--- config.mk ---
export PLATFORM = sky130hd
export DESIGN_NAME = fpir_muldiv_top
export DESIGN_NICKNAME = d
export VERILOG_FILES = /design/src/rtl/fpir_op_pkg.sv /design/src/rtl/fpir_format_pkg.sv /design/src/rtl/fpir_muldiv_top.sv /design/src/rtl/fpir_arith_resources.sv /design/src/rtl/fpir_muldiv_core.sv /design/src/rtl/fpir_exp_unit.sv /design/src/rtl/fpir_sig_unit.sv /design/src/rtl/fpir_type_decoder.sv
export SDC_FILE = /design/constraint.sdc
export NUM_CORES = 1
export LEC_CHECK = 0
export BUFFER_PORTS_ARGS = -buffer_cell sky130_fd_sc_hd__clkbuf_2
export CORE_ASPECT_RATIO = 1.1
export CORE_UTILIZATION = 40
export CTS_BUF_LIST = sky130_fd_sc_hd__clkbuf_4 sky130_fd_sc_hd__clkbuf_8 sky130_fd_sc_hd__clkbuf_16
export DETAILED_ROUTE_END_ITERATION = 8
export PLACE_DENSITY = 0.59
export SLEW_MARGIN = 25
export SYNTH_ARGS = -nofsm -noshare
export SYNTH_HDL_FRONTEND = slang
export SYNTH_HIERARCHICAL = 1
export SYNTH_SLANG_ARGS = --single-unit
--- constraint.sdc ---
create_clock -name clk -period 47.5 [get_ports clk]
set_clock_uncertainty 0.2 [all_clocks]
set_input_delay 2.375 -clock clk [delete_from_list [all_inputs] [get_ports clk]]
set_output_delay 2.375 -clock clk [all_outputs]
set_load 0.005 [all_outputs]
--- src/rtl/fpir_op_pkg.sv ---
// FPIR operation definitions
package fpir_op_pkg;

  // ************************************************************************
  // Operation select
  // ************************************************************************

  // One bit is enough for the two operations of this core
  typedef enum logic {
    op_mul = 1'b0,
    op_div = 1'b1
  } fpir_op_e;

  // ************************************************************************
  // Normalization rule
  // ************************************************************************

  // Product of two [1,2) significands lies in [1,4)
  // Quotient of two [1,2) significands lies in (0.5,2)
  // So a single one-bit step always brings the leading 1 to the top
  parameter int norm_shift_max = 1;

endpackage

--- src/rtl/fpir_format_pkg.sv ---
// FPIR format definitions
package fpir_format_pkg;

  // ************************************************************************
  // Field widths
  // ************************************************************************

  // Signed, unbiased exponent
  parameter int bw_exponent = 10;
  // Significand with explicit integer bit at the top
  parameter int bw_significand = 12;
  // Guard bits kept below the significand
  parameter int bw_guard = 3;
  // Extra exponent bits that catch overflow
  parameter int bw_overflow = 2;
  // Type code
  parameter int bw_fpir_type = 2;

  // Combined widths used by the arithmetic path
  parameter int bw_sig_ext = bw_significand + bw_guard;
  parameter int bw_exp_ext = bw_overflow + bw_exponent;

  // Whole value, MSB first: type, sign, exponent, significand, guard, overflow
  parameter int bw_fpir_value = bw_fpir_type + 1 + bw_exponent + bw_sig_ext + bw_overflow;

  // ************************************************************************
  // Field positions (LSB of each field)
  // ************************************************************************

  parameter int pos_sig  = bw_overflow + bw_guard;
  parameter int pos_exp  = pos_sig + bw_significand;
  parameter int pos_sign = pos_exp + bw_exponent;
  parameter int pos_type = pos_sign + 1;

  // Vector types
  typedef logic [bw_fpir_value-1:0] fpir_value_t;
  typedef logic [bw_sig_ext-1:0] sig_ext_t;
  typedef logic [bw_exp_ext-1:0] exp_ext_t;

  // Type code carried in the top field
  typedef enum logic [bw_fpir_type-1:0] {
    type_zero   = 2'd0,
    type_normal = 2'd1,
    type_inf    = 2'd2,
    type_nan    = 2'd3
  } fpir_type_e;

endpackage
--- src/rtl/fpir_muldiv_top.sv ---
// FPIR multiply/divide top level
`timescale 1ns/1ps

module fpir_muldiv_top #(
  parameter int bw_mul_in = fpir_format_pkg::bw_sig_ext + 1,
  parameter int bw_div_in = fpir_format_pkg::bw_sig_ext + 1,
  parameter int bw_add_in = fpir_format_pkg::bw_sig_ext + 1
) (
  input  logic                         clk,
  input  logic                         rst_n,
  input  logic                         in_valid,
  input  fpir_format_pkg::fpir_value_t op_a,
  input  fpir_format_pkg::fpir_value_t op_b,
  input  fpir_op_pkg::fpir_op_e        op,
  output logic                         out_valid,
  output fpir_format_pkg::fpir_value_t result
);

  import fpir_format_pkg::*;
  import fpir_op_pkg::*;

  // Input stage
  fpir_value_t a_q;
  fpir_value_t b_q;
  fpir_op_e    op_q;
  logic        valid_q;
  fpir_value_t core_result;

  // Core to resource wiring
  logic [bw_mul_in-1:0]   mul_a;
  logic [bw_mul_in-1:0]   mul_b;
  logic [2*bw_mul_in-1:0] mul_p;
  logic [bw_div_in-1:0]   div_n;
  logic [bw_div_in-1:0]   div_d;
  logic [bw_div_in-1:0]   div_q;
  logic [bw_add_in-1:0]   add_a;
  logic [bw_add_in-1:0]   add_b;
  logic                   add_sub;
  logic [bw_add_in-1:0]   add_s;

  // ************************************************************************
  // Input register
  // ************************************************************************

  // Operands load only with a valid strobe
  always_ff @(posedge clk) begin
    if (in_valid) begin
      a_q  <= op_a;
      b_q  <= op_b;
      op_q <= op;
    end
  end

  always_ff @(posedge clk or negedge rst_n) begin
    if (!rst_n) begin
      valid_q <= 1'b0;
    end else begin
      valid_q <= in_valid;
    end
  end

  fpir_muldiv_core #(
    .bw_mul_in (bw_mul_in),
    .bw_div_in (bw_div_in),
    .bw_add_in (bw_add_in)
  ) u_core (
    .a       (a_q),
    .b       (b_q),
    .op      (op_q),
    .mul_a   (mul_a),
    .mul_b   (mul_b),
    .mul_p   (mul_p),
    .div_n   (div_n),
    .div_d   (div_d),
    .div_q   (div_q),
    .add_a   (add_a),
    .add_b   (add_b),
    .add_sub (add_sub),
    .add_s   (add_s),
    .result  (core_result)
  );

  fpir_arith_resources #(
    .bw_mul_in (bw_mul_in),
    .bw_div_in (bw_div_in),
    .bw_add_in (bw_add_in)
  ) u_res (
    .mul_a   (mul_a),
    .mul_b   (mul_b),
    .mul_p   (mul_p),
    .div_n   (div_n),
    .div_d   (div_d),
    .div_q   (div_q),
    .add_a   (add_a),
    .add_b   (add_b),
    .add_sub (add_sub),
    .add_s   (add_s)
  );

  // ************************************************************************
  // Result register
  // ************************************************************************

  // Holds the last result between pulses
  always_ff @(posedge clk or negedge rst_n) begin
    if (!rst_n) begin
      out_valid <= 1'b0;
      result    <= '0;
    end else begin
      out_valid <= valid_q;
      if (valid_q) begin
        result <= core_result;
      end
    end
  end

endmodule

--- src/rtl/fpir_arith_resources.sv ---
// Shared FPIR arithmetic resources
`timescale 1ns/1ps

module fpir_arith_resources #(
  parameter int bw_mul_in = fpir_format_pkg::bw_sig_ext + 1,
  parameter int bw_div_in = fpir_format_pkg::bw_sig_ext + 1,
  parameter int bw_add_in = fpir_format_pkg::bw_sig_ext + 1
) (
  input  logic [bw_mul_in-1:0]   mul_a,
  input  logic [bw_mul_in-1:0]   mul_b,
  output logic [2*bw_mul_in-1:0] mul_p,
  input  logic [bw_div_in-1:0]   div_n,
  input  logic [bw_div_in-1:0]   div_d,
  output logic [bw_div_in-1:0]   div_q,
  input  logic [bw_add_in-1:0]   add_a,
  input  logic [bw_add_in-1:0]   add_b,
  input  logic                   add_sub,
  output logic [bw_add_in-1:0]   add_s
);

  // ************************************************************************
  // Unsigned multiplier
  // ************************************************************************

  assign mul_p = mul_a * mul_b;

  // ************************************************************************
  // Restoring divider
  // ************************************************************************

  // Fractional divide: q = (n << (bw_div_in-1)) / d
  // Expects n < 2*d, which normalized significands always meet
  // Divide by zero gives all ones
  always_comb begin : restoring_div
    logic [bw_div_in:0] rem;
    rem   = {1'b0, div_n};
    div_q = '0;
    // One compare-and-subtract per quotient bit, MSB first
    for (int i = bw_div_in-1; i >= 0; i--) begin
      if (rem >= {1'b0, div_d}) begin
        div_q[i] = 1'b1;
        rem      = rem - {1'b0, div_d};
      end
      // Bring in the next zero bit of the scaled numerator
      rem = rem << 1;
    end
  end

  // ************************************************************************
  // Adder/subtractor
  // ************************************************************************

  // Two's complement, wraps at bw_add_in
  assign add_s = add_sub ? (add_a - add_b) : (add_a + add_b);

endmodule

--- src/rtl/fpir_muldiv_core.sv ---
// FPIR multiply/divide core
`timescale 1ns/1ps

module fpir_muldiv_core #(
  parameter int bw_mul_in = fpir_format_pkg::bw_sig_ext + 1,
  parameter int bw_div_in = fpir_format_pkg::bw_sig_ext + 1,
  parameter int bw_add_in = fpir_format_pkg::bw_sig_ext + 1
) (
  input  fpir_format_pkg::fpir_value_t a,
  input  fpir_format_pkg::fpir_value_t b,
  input  fpir_op_pkg::fpir_op_e        op,
  output logic [bw_mul_in-1:0]         mul_a,
  output logic [bw_mul_in-1:0]         mul_b,
  input  logic [2*bw_mul_in-1:0]       mul_p,
  output logic [bw_div_in-1:0]         div_n,
  output logic [bw_div_in-1:0]         div_d,
  input  logic [bw_div_in-1:0]         div_q,
  output logic [bw_add_in-1:0]         add_a,
  output logic [bw_add_in-1:0]         add_b,
  output logic                         add_sub,
  input  logic [bw_add_in-1:0]         add_s,
  output fpir_format_pkg::fpir_value_t result
);

  import fpir_format_pkg::*;

  fpir_type_e res_type;
  logic       sign;
  sig_ext_t   sig_ext;
  exp_ext_t   exp_ext;
  logic       norm_shift;

  // Result class from operand types
  fpir_type_decoder u_type (
    .a        (a),
    .b        (b),
    .op       (op),
    .res_type (res_type)
  );

  // Significand path, also reports the normalization step
  fpir_sig_unit #(
    .bw_mul_in (bw_mul_in),
    .bw_div_in (bw_div_in)
  ) u_sig (
    .a          (a),
    .b          (b),
    .op         (op),
    .mul_a      (mul_a),
    .mul_b      (mul_b),
    .mul_p      (mul_p),
    .div_n      (div_n),
    .div_d      (div_d),
    .div_q      (div_q),
    .sign       (sign),
    .sig_ext    (sig_ext),
    .norm_shift (norm_shift)
  );

  // Exponent path follows the significand normalization
  fpir_exp_unit #(
    .bw_add_in (bw_add_in)
  ) u_exp (
    .a          (a),
    .b          (b),
    .op         (op),
    .norm_shift (norm_shift),
    .add_a      (add_a),
    .add_b      (add_b),
    .add_sub    (add_sub),
    .add_s      (add_s),
    .exp_ext    (exp_ext)
  );

  // ************************************************************************
  // Field assembly
  // ************************************************************************

  // Special results carry only the type code
  assign result = (res_type == type_normal)
                ? {res_type, sign, exp_ext[bw_exponent-1:0], sig_ext,
                   exp_ext[bw_exp_ext-1 -: bw_overflow]}
                : {res_type, {(bw_fpir_value-bw_fpir_type){1'b0}}};

endmodule

--- src/rtl/fpir_exp_unit.sv ---
// FPIR exponent unit
`timescale 1ns/1ps

module fpir_exp_unit #(
  parameter int bw_add_in = fpir_format_pkg::bw_sig_ext + 1
) (
  input  fpir_format_pkg::fpir_value_t a,
  input  fpir_format_pkg::fpir_value_t b,
  input  fpir_op_pkg::fpir_op_e        op,
  input  logic                         norm_shift,
  output logic [bw_add_in-1:0]         add_a,
  output logic [bw_add_in-1:0]         add_b,
  output logic                         add_sub,
  input  logic [bw_add_in-1:0]         add_s,
  output fpir_format_pkg::exp_ext_t    exp_ext
);

  import fpir_format_pkg::*;
  import fpir_op_pkg::*;

  localparam logic [bw_add_in-1:0] step = bw_add_in'(norm_shift_max);

  logic [bw_exponent-1:0] a_exp;
  logic [bw_exponent-1:0] b_exp;
  logic [bw_add_in-1:0]   inc;
  logic [bw_add_in-1:0]   dec;
  logic [bw_add_in-1:0]   corr_sum;

  assign a_exp = a[pos_exp +: bw_exponent];
  assign b_exp = b[pos_exp +: bw_exponent];

  // Sign extension to the adder width
  assign add_a   = {{(bw_add_in-bw_exponent){a_exp[bw_exponent-1]}}, a_exp};
  assign add_b   = {{(bw_add_in-bw_exponent){b_exp[bw_exponent-1]}}, b_exp};
  assign add_sub = (op == op_div);

  // Multiply takes +1 by default, the shift case gives it back
  // Divide only loses 1 in the shift case
  assign inc      = (op == op_mul) ? step : '0;
  assign dec      = norm_shift ? step : '0;
  assign corr_sum = add_s + inc - dec;

  // Overflow bits land in the upper part of the extended exponent
  assign exp_ext = corr_sum[bw_exp_ext-1:0];

endmodule

--- src/rtl/fpir_sig_unit.sv ---
// FPIR significand unit
`timescale 1ns/1ps

module fpir_sig_unit #(
  parameter int bw_mul_in = fpir_format_pkg::bw_sig_ext + 1,
  parameter int bw_div_in = fpir_format_pkg::bw_sig_ext + 1
) (
  input  fpir_format_pkg::fpir_value_t a,
  input  fpir_format_pkg::fpir_value_t b,
  input  fpir_op_pkg::fpir_op_e        op,
  output logic [bw_mul_in-1:0]         mul_a,
  output logic [bw_mul_in-1:0]         mul_b,
  input  logic [2*bw_mul_in-1:0]       mul_p,
  output logic [bw_div_in-1:0]         div_n,
  output logic [bw_div_in-1:0]         div_d,
  input  logic [bw_div_in-1:0]         div_q,
  output logic                         sign,
  output fpir_format_pkg::sig_ext_t    sig_ext,
  output logic                         norm_shift
);

  import fpir_format_pkg::*;
  import fpir_op_pkg::*;

  // Product MSB: two zero-extended significands multiplied
  localparam int mul_top = 2*bw_significand - 1;
  // Quotient MSB: the divider scales the numerator by 2^(bw_div_in-1)
  localparam int div_top = bw_div_in - 1;

  logic [bw_significand-1:0] a_sig;
  logic [bw_significand-1:0] b_sig;
  logic                      is_mul;

  assign a_sig  = a[pos_sig +: bw_significand];
  assign b_sig  = b[pos_sig +: bw_significand];
  assign is_mul = (op == op_mul);

  // Result sign; core clears it for non-normal results
  assign sign = a[pos_sign] ^ b[pos_sign];

  // ************************************************************************
  // Operand routing
  // ************************************************************************

  // Idle resource sees zeros so that it does not toggle
  assign mul_a = is_mul ? bw_mul_in'(a_sig) : '0;
  assign mul_b = is_mul ? bw_mul_in'(b_sig) : '0;
  assign div_n = is_mul ? '0 : bw_div_in'(a_sig);
  assign div_d = is_mul ? '0 : bw_div_in'(b_sig);

  // ************************************************************************
  // One-step normalization
  // ************************************************************************

  always_comb begin
    if (is_mul) begin
      // Top bit clear: leading 1 is one place lower
      norm_shift = ~mul_p[mul_top];
      sig_ext    = mul_p[mul_top] ? mul_p[mul_top -: bw_sig_ext]
                                  : mul_p[mul_top-1 -: bw_sig_ext];
    end else begin
      norm_shift = ~div_q[div_top];
      sig_ext    = div_q[div_top] ? div_q[div_top -: bw_sig_ext]
                                  : div_q[div_top-1 -: bw_sig_ext];
    end
  end

endmodule

--- src/rtl/fpir_type_decoder.sv ---
// FPIR result type decoder
`timescale 1ns/1ps

module fpir_type_decoder (
  input  fpir_format_pkg::fpir_value_t a,
  input  fpir_format_pkg::fpir_value_t b,
  input  fpir_op_pkg::fpir_op_e        op,
  output fpir_format_pkg::fpir_type_e  res_type
);

  import fpir_format_pkg::*;
  import fpir_op_pkg::*;

  fpir_type_e a_type;
  fpir_type_e b_type;
  logic       a_zero;
  logic       b_zero;
  logic       a_inf;
  logic       b_inf;

  // Type codes sit in the top field of each operand
  assign a_type = fpir_type_e'(a[pos_type +: bw_fpir_type]);
  assign b_type = fpir_type_e'(b[pos_type +: bw_fpir_type]);

  assign a_zero = (a_type == type_zero);
  assign b_zero = (b_type == type_zero);
  assign a_inf  = (a_type == type_inf);
  assign b_inf  = (b_type == type_inf);

  // Priority order: NaN, then inf, then zero, else normal
  always_comb begin
    if (a_type == type_nan || b_type == type_nan) begin
      res_type = type_nan;
    end else if (op == op_mul) begin
      // 0 x inf is undefined
      if ((a_zero && b_inf) || (a_inf && b_zero)) begin
        res_type = type_nan;
      end else if (a_inf || b_inf) begin
        res_type = type_inf;
      end else if (a_zero || b_zero) begin
        res_type = type_zero;
      end else begin
        res_type = type_normal;
      end
    end else begin
      // 0/0 and inf/inf are undefined
      if ((a_zero && b_zero) || (a_inf && b_inf)) begin
        res_type = type_nan;
      end else if (a_inf || b_zero) begin
        res_type = type_inf;
      end else if (a_zero || b_inf) begin
        res_type = type_zero;  // x/inf also flushes to zero
      end else begin
        res_type = type_normal;
      end
    end
  end

endmodule

==> metrics, run 1 <==
CP max FO 14; Synth Warn # 6; Routed WL 80,700 microns; Max Slew Vio Count 0; Root Driver clkbuf_16; Syn Area/Cell 8.15 sq um; Slowest cell on crit path or4_4; Crit path top cell by count o21ai_1; Slew @ Worst Pin 1.01 ns; Worst slew margin 32.2%; critical path startpoint category flop; final-layout fill cell count 6,379; CP Capture Type flop; Vias 25,014; die width 246 microns; IO buf count 84; HPWL Detailed 63,800 microns; Vias/cell 5.27; DRC violation total after the first TritonRoute iteration 1,118; CORE AREA 65,000 sq um; final worst slack 3.01 ns; Ports 95; Total Routing Usage GR 24.0%; fin area 33,000 sq um; Critical Path RT 47.55 ns; CP arrival 44.54 ns; hold path depth 1; Clock Tree Buf Depth 2; R2R depth 254; Post-DRT Antenna Nets 0; clock latency on the worst-skew pair 0.37 ns; FF/Latch Area 2330 sq um; endpoints failing setup 0; initial antenna violation count 0; drt pass-1 iters 5; setup slack at placement -0.960 ns; CTS sink count 83; post-synthesis cell area 26,300 sq um; Crit path largest cell delay 0.52 ns; # DRC 0; routability cong. 0.912; period utilization 93.7%; Initial Utilization 40.4%; Die Footprint 66,700 sq um; cells after synthesis 3,220; largest net degree at the start of global routing 53; synthesis-to-finish area growth 25.8%; CP Class reg2reg; multi-input logic area 22,200 sq um; Reg clk slew, reported paths 0.07 ns; outcome complete, no violations; hold buffer count at CTS 0; TritonCTS clock tree built; ANT cells 0; grt ovf 0; H-tree levels 3; num rows 98; die height 271 microns; ratio of cells with drive above 1 in the final layout 27.8%; number of global-route vias before repair 25,007; area of placed instances 32,100 sq um; routed length per placed instance 17.0 microns; fmax 0.0225 GHz; fin nets 4,477; Final Hold Fails 0; worst min path class reg2reg; Max-Cap Viols 0; Tmin final 44.49 ns; first-pass GRT wire length 128,000 microns; TritonCTS Buffers 9
-- final timing paths --
path	from	slack, ns	endpoint
max	op_q$_DFFE_PP_	3.01	result[2]$_DFFE_PN0P_
min	result[8]$_DFFE_PN0P_	0.31	result[8]$_DFFE_PN0P_
max reg2reg	op_q$_DFFE_PP_	3.01	result[2]$_DFFE_PN0P_
min reg2reg	result[8]$_DFFE_PN0P_	0.31	result[8]$_DFFE_PN0P_
max in group asynchronous	rst_n	44.64	valid_q$_DFF_PN0_
min in group asynchronous	rst_n	1.89	result[29]$_DFFE_PN0P_
-- worst max-delay path: cells and delay by family, from the launching register on --
kind / cells / cell delay, ns
AO/OA/AOI/OAI: 145 / 24.52
AND/OR/NAND/NOR: 41 / 5.47
buffers and inverters: 39 / 5.11
adder cells (fa/ha/maj): 17 / 5.08
multiplexers: 12 / 3.58
flip-flops: 1 / 0.36
-- registers in the layout (all words and copies together), names as in the netlist --
register,flops
result,30
a_q,25
b_q,25
op_q,1
out_valid,1
valid_q,1
-- layout by cell type, fill, tap and decap left out, drive strengths merged, types with 51 or more instances in the layout --
master    n
nor3     58
inv     372
xnor2   122
mux2    132
and2    124
buf     699
o21ai   169
nor2    193
nor2b    55
nand2   308
a21o     97
edfxtp   51
a21oi   176
clkbuf   95
xor2     76
mux2i    60
fa      179
ha      339
-- routing by layer --
| metal | share of wire (%) | wire [microns] | global-route usage, % | up-vias |
|---|---|---|---|---|
| li1 | - | - | - | 12502 |
| met1 | 43 | 35000 | 30.1 | 11951 |
| met5 | 0 | 0 | 0 | - |
| met2 | 50 | 40700 | 44.1 | 458 |
| met4 | 2.5 | 2040 | 5.70 | 0 |
| met3 | 3.7 | 2990 | 1.60 | 103 |
-- metrics by stage --
stage | cells | TNS (ns) | hold WS, ns | util, %
2_1_floorplan | 3235 | 0 | 0.252 | -
3_3_place_gp | 4711 | -0.472 | 0.294 | 49.4
3_5_place_dp | 4711 | -0.960 | 0.292 | 49.4
4_1_cts | 4730 | 0 | 0.315 | 50.0
5_1_grt | 4750 | -0.259 | 0.327 | 50.8
6_report | 4750 | 0 | 0.312 | 50.8
-- cell type report --
class                   count  share of cell area, %
clock buffers              10                  0.704
clock inverters             6                  0.212
inverters                 370                   4.21
multi-input cells        2647                   67.2
flip-flops and latches     83                   7.06
well taps                 850                   3.22
repair buffers            784                   17.4
-- what timing repair did --
action,CTS,global route
gates cloned,0,1
setup endpoints to repair,1,2
gates resized for setup,22,143
pin swaps,2,60
setup buffers,3,19
Power of run 1 is not shown: default switching activity piles up to over one toggle a cycle in this logic, so the estimate is an artifact.
==> run 2: changes to the inputs <==
--- a/config.mk
+++ b/config.mk
@@ -14,5 +14,4 @@
 export SLEW_MARGIN = 25
 export SYNTH_ARGS = -nofsm -noshare
 export SYNTH_HDL_FRONTEND = slang
-export SYNTH_HIERARCHICAL = 1
 export SYNTH_SLANG_ARGS = --single-unit
==> metrics, run 2 <==
CP Class reg2reg (unchanged); Die Footprint 52,700 sq um (was 66,700 sq um); TritonCTS Buffers 9 (unchanged); fin area 24,100 sq um (was 33,000 sq um); Vias/cell 5.78 (was 5.27); Syn Nets 3,103; Hold Crit Endpoint result[27]$_DFFE_PN0P_ (was result[8]$_DFFE_PN0P_); Synth cell types 99; post-synth top area share 15.6%; DRC violation total after the first TritonRoute iteration 1,338 (was 1,118); largest net degree at the start of global routing 53 (unchanged); first-pass GRT wire length 104,000 microns (was 128,000 microns); CP Capture Type flop (unchanged); setup slack at placement 0.126 ns (was -0.960 ns); Syn Area/Cell 7.73 sq um (was 8.15 sq um); commonest non-fill, non-tap cells in the layout nand2_1, ha_1, buf_4 (was buf_4, inv_1, ha_1); cells after synthesis 2,678 (was 3,220); clock latency on the worst-skew pair 0.37 ns (about the same); final worst slack 2.93 ns (was 3.01 ns); H-tree levels 3 (unchanged); CTS sink count 83 (unchanged); routed length per placed instance 18.1 microns (was 17.0 microns); outcome complete, no violations (unchanged); Initial Utilization 40.5% (was 40.4%); Crit path top cell by count a21o_1 (was o21ai_1); Slowest cell on crit path or4_4 (unchanged); num rows 87 (was 98); leading area contributor after synthesis ha_1; routability cong. 0.898 (was 0.912); setup slack, reg-to-reg 2.93 ns (was 3.01 ns); Max-Cap Viols 0 (unchanged); asr flop ratio synth 38.6%; Reg with most FFs result (unchanged); TritonCTS clock tree built (unchanged); post-synthesis cell area 20,700 sq um (was 26,300 sq um); Max Slew Vio Count 0 (unchanged); commonest non-fill, non-tap cell in the layout nand2_1 (was buf_4); number of synthesized flops with an enable pin 51; ratio of cells with drive above 1 in the final layout 16.7% (was 27.8%); fin nets 3,328 (was 4,477); Synth Warn # 0 (was 6); IO buf count 84 (unchanged); synth top area cells ha_1, fa_1, edfxtp_1; worst min path class reg2reg (unchanged); grt ovf 0 (unchanged); Vias 20,672 (was 25,014); die height 241 microns (was 271 microns); Reg clk slew, reported paths 0.07 ns (about the same); sequential-to-total area share from yosys stat 11.3%; worst flop-to-flop path startpoint op_q$_DFFE_PP_ (unchanged); R2R depth 263 (was 254); max reg flops 30 (unchanged); CP arrival 44.61 ns (was 44.54 ns); synthesis-to-finish area growth 16.2% (was 25.8%); # DRC 0 (unchanged); hold path startpoint result[27]$_DFFE_PN0P_ (was result[8]$_DFFE_PN0P_); Post-synth top flop edfxtp_1; CP max FO 25 (was 14); fmax 0.0224 GHz (was 0.0225 GHz); Clock Tree Buf Depth 2 (unchanged); Critical Path RT 47.53 ns (was 47.55 ns); Final Hold Fails 0 (unchanged); HPWL Detailed 51,500 microns (was 63,800 microns); most frequent cells after synthesis nand2_1, ha_1, nor2_1; Tmin final 44.57 ns (was 44.49 ns); period utilization 93.8% (was 93.7%); number of global-route vias before repair 20,275 (was 25,007); hold_ws 0.302 ns (was 0.312 ns); drt pass-1 iters 5 (unchanged); area of placed instances 23,200 sq um (was 32,100 sq um); critical path startpoint category flop (unchanged); Crit path largest cell delay 0.57 ns (was 0.52 ns); die width 219 microns (was 246 microns); CORE AREA 51,200 sq um (was 65,000 sq um); Worst R2R End result[2]$_DFFE_PN0P_ (unchanged); top-count cell post-synth nand2_1; Regs by FF count result: 30 flops, a_q: 25 flops, b_q: 25 flops (unchanged); endpoints failing setup 0 (unchanged); Layout Utilization 47.0% (was 50.8%); Slew @ Worst Pin 1.04 ns (was 1.01 ns); Total Routing Usage GR 24.6% (was 24.0%); hold path depth 1 (unchanged); Ports 95 (unchanged); post-synthesis register bit count 83; hold buffer count at CTS 0 (unchanged); ANT cells 0 (unchanged); Post-DRT Antenna Nets 0 (unchanged); Root Driver clkbuf_16 (unchanged); Routed WL 64,700 microns (was 80,700 microns); initial antenna violation count 0 (unchanged); Worst slew margin 30.3% (was 32.2%)
run 2: through the flow:
step | TNS (ns) | cells
2_1_floorplan | 0 | 2678
3_3_place_gp | 0 | 3534
4_1_cts | 0 | 3553
6_report | 0 | 3575
3_5_place_dp | 0 | 3534
5_1_grt | -0.329 | 3575
run 2: layer usage:
| layer | vias up | GRT usage (%) | wire [microns] |
|---|---|---|---|
| met2 | 500 | 42.3 | 30400 |
| met3 | 94 | 2.79 | 2910 |
| met4 | 0 | 6.76 | 1690 |
| met5 | - | 0 | 0 |
| li1 | 10085 | - | - |
| met1 | 9993 | 32.4 | 29700 |
run 2: worst max-delay path by stage:
stage / start / endpoint / slack (ns) / depth (start not counted)
after floorplan: op_q$_DFFE_PP_ / result[2]$_DFFE_PN0P_ / 0.02 / 278
after global placement: op_q$_DFFE_PP_ / result[2]$_DFFE_PN0P_ / 0.51 / 258
after detailed placement: op_q$_DFFE_PP_ / result[2]$_DFFE_PN0P_ / 0.13 / 261
after CTS: op_q$_DFFE_PP_ / result[2]$_DFFE_PN0P_ / 0.14 / 262
after global routing: op_q$_DFFE_PP_ / result[2]$_DFFE_PN0P_ / -0.33 / 265
final: op_q$_DFFE_PP_ / result[2]$_DFFE_PN0P_ / 2.93 / 263
run 2: final cells by class:
cell class | count | area (sq um)
timing repair buffer | 306 | 2150
multi-input combinational | 2318 | 17700
fill | 5111 | 27100
tap | 667 | 835
clock inverter | 5 | 43.8
sequential | 83 | 2330
inverter | 185 | 694
clock buffer | 11 | 253
run 2: worst max-delay path, delay by kind of cell, from the launching register on:
kind / cells / cell delay [ns]
AOI/OAI and AO/OA: 134 / 22.17
adders and majority gates: 16 / 4.83
DFF: 1 / 0.41
and+or+nand+nor: 93 / 13.65
buffers and inverters: 17 / 2.75
muxes: 3 / 0.37
run 2: timing repair:
action | in CTS | in global routing
pin swaps | 0 | 41
setup endpoints to repair | 1 | 2
resized for setup | 0 | 115
buffers inserted | 3 | 22
run 2: cell families (layout without fill, tap and decap cells):
logic type	after synthesis	count (layout)	synth area share, %
buf+inv	277	507	5.29
xor+xnor	155	155	6.56
fa+ha+maj	361	361	25.6
mux	53	53	2.85
flops	83	83	11.3
compound gates	803	803	25.8
simple gates	946	946	22.7
Power of run 2 is left out for the same reason.
==> run 3: changes to the inputs <==
--- a/config.mk
+++ b/config.mk
@@ -5,13 +5,15 @@
 export SDC_FILE = /design/constraint.sdc
 export NUM_CORES = 1
 export LEC_CHECK = 0
+export ABC_AREA = 1
 export BUFFER_PORTS_ARGS = -buffer_cell sky130_fd_sc_hd__clkbuf_2
 export CORE_ASPECT_RATIO = 1.1
 export CORE_UTILIZATION = 40
 export CTS_BUF_LIST = sky130_fd_sc_hd__clkbuf_4 sky130_fd_sc_hd__clkbuf_8 sky130_fd_sc_hd__clkbuf_16
 export DETAILED_ROUTE_END_ITERATION = 8
-export PLACE_DENSITY = 0.59
+export PLACE_DENSITY = 0.56
 export SLEW_MARGIN = 25
 export SYNTH_ARGS = -nofsm -noshare
 export SYNTH_HDL_FRONTEND = slang
+export SYNTH_HIERARCHICAL = 1
 export SYNTH_SLANG_ARGS = --single-unit
==> constraint.sdc (replaced) <==
create_clock -name clk -period 42.3 [get_ports clk]
set_clock_uncertainty 0.2 [all_clocks]
set_input_delay 2.115 -clock clk [delete_from_list [all_inputs] [get_ports clk]]
set_output_delay 2.115 -clock clk [all_outputs]
set_load 0.005 [all_outputs]
==> metrics, run 3 <==
CP Capture Type flop (unchanged); CP Class reg2reg (unchanged); Slew @ Worst Pin 1.06 ns (was 1.04 ns); Crit path max-delay family compound AO/OA/AOI/OAI gates (unchanged); Initial Utilization 40.6% (was 40.5%); Clock Tree Buf Depth 2 (unchanged); H-tree levels 3 (unchanged); Reg clk slew, reported paths 0.07 ns (about the same); Total Routing Usage GR 22.1% (was 24.6%); outcome complete, no violations (unchanged); critical path startpoint category flop (unchanged); TritonCTS Buffers 9 (unchanged); Root Driver clkbuf_16 (unchanged); largest net degree at the start of global routing 53 (unchanged); Vias 23,941 (was 20,672); first-pass GRT wire length 118,000 microns (was 104,000 microns); initial antenna violation count 0 (unchanged); Syn Area/Cell 6.67 sq um (was 7.73 sq um); fmax 0.0260 GHz (was 0.0224 GHz); Crit path largest cell delay 0.44 ns (was 0.57 ns); HPWL Detailed 57,800 microns (was 51,500 microns); CORE AREA 65,100 sq um (was 51,200 sq um); Critical Path RT 42.37 ns (was 47.53 ns); Synth Warn # 6 (was 0); commonest non-fill, non-tap cell in the layout nand2_1 (unchanged); hold buffer count at CTS 0 (unchanged); Buf/Inv on CP 29 (was 17); number of global-route vias before repair 23,072 (was 20,275); IO buf count 84 (unchanged); CTS sink count 83 (unchanged); num rows 98 (was 87); Slowest cell on crit path fa_1 (was or4_4); final-layout fill cell count 6,964 (was 5,111); drt pass-1 iters 5 (unchanged); endpoints failing setup 0 (unchanged); Regs by FF count result: 30 flops, a_q: 25 flops, b_q: 25 flops (unchanged); Ports 95 (unchanged); synthesis-to-finish area growth 7.30% (was 16.2%); grt ovf 0 (unchanged); Max-Cap Viols 0 (unchanged); DP Cell Count 4,845 (was 3,534); CP max FO 21 (was 25); Post-DRT Antenna Nets 0 (unchanged); Reg with most FFs result (unchanged); # DRC 0 (unchanged); commonest non-fill, non-tap cells in the layout nand2_1, inv_1, ha_1 (was nand2_1, ha_1, buf_4); CP arrival 38.56 ns (was 44.61 ns); worst min path class reg2reg (unchanged); DRC violation total after the first TritonRoute iteration 1,090 (was 1,338); Routed WL 73,100 microns (was 64,700 microns); cells after synthesis 3,959 (was 2,678); ratio of cells with drive above 1 in the final layout 9.74% (was 16.7%); die width 247 microns (was 219 microns); Crit path top cell by count a21oi_1 (was a21o_1); Max Slew Vio Count 0 (unchanged); Final Hold Fails 0 (unchanged); post-synthesis cell area 26,400 sq um (was 20,700 sq um); Layout Utilization 43.5% (was 47.0%); Tmin final 38.49 ns (was 44.57 ns); max reg flops 30 (unchanged); Die Footprint 67,100 sq um (was 52,700 sq um); TritonCTS clock tree built (unchanged); ANT cells 0 (unchanged); Worst slew margin 29.1% (was 30.3%); period utilization 91.0% (was 93.8%); die height 272 microns (was 241 microns); fin nets 4,603 (was 3,328); Layout Cells excl Fill 4,876 (was 3,575); routed length per placed instance 15.0 microns (was 18.1 microns); Vias/cell 4.91 (was 5.78); clock latency on the worst-skew pair 0.38 ns (was 0.37 ns); routability cong. 0.904 (was 0.898)
[run 3: timing repair]
| action | in CTS | in global routing |
|---|---|---|
| setup endpoints to repair | 0 | 2 |
| resized for setup | 0 | 72 |
| buffers inserted | 0 | 12 |
[run 3: area by class of cell]
cell class,count,area (sq um),area share (%)
Tap cell,850,1060,3.75
Multi-Input combinational cell,2953,20400,72.0
Clock inverter,7,72.6,0.256
Sequential cell,83,2330,8.23
Clock buffer,9,225,0.794
Timing Repair Buffer,196,1290,4.56
Timing Repair inverter,1,7.51,0.0265
Inverter,777,2950,10.4
[run 3: worst min-delay path, stage by stage (launching register included)]
cell and delay [ns]:
dfrtp_1 0.34, nand2_1 0.05, nand2_1 0.05
[run 3: metrics by stage]
| stage | hold slack (ns) | setup slack [ns] | setup TNS [ns] | area, sq um |
|---|---|---|---|---|
| detailed placement | 0.261 | 1.44 | 0 | 27800 |
| global placement | 0.257 | 1.51 | 0 | 27800 |
| global route | 0.294 | -0.0506 | -0.0506 | 28400 |
| finish | 0.272 | 3.81 | 0 | 28400 |
| floorplan | 0.216 | 5.33 | 0 | 26500 |
| CTS | 0.279 | 1.30 | 0 | 28100 |
[run 3: worst paths after layout]
check | from | end | slack (ns) | cells past startpoint
worst min-delay path | result[13]$_DFFE_PN0P_ | result[13]$_DFFE_PN0P_ | 0.27 | 2
worst max register to register | op_q$_DFFE_PP_ | result[2]$_DFFE_PN0P_ | 3.81 | 268
max in group asynchronous | rst_n | valid_q$_DFF_PN0_ | 39.67 | 1
worst max-delay path | op_q$_DFFE_PP_ | result[2]$_DFFE_PN0P_ | 3.81 | 268
worst min register to register | result[13]$_DFFE_PN0P_ | result[13]$_DFFE_PN0P_ | 0.27 | 2
min in group asynchronous | rst_n | result[21]$_DFFE_PN0P_ | 1.63 | 1
[run 3: routing by layer]
layer	up-vias	routed length [microns]	global-route usage, %
met1	11011	32400	27.4
met2	351	37200	41.3
li1	12506	-	-
met5	-	0	0
met3	73	1980	1.23
met4	0	1540	5.05
Power of run 3 is left out for the same reason.
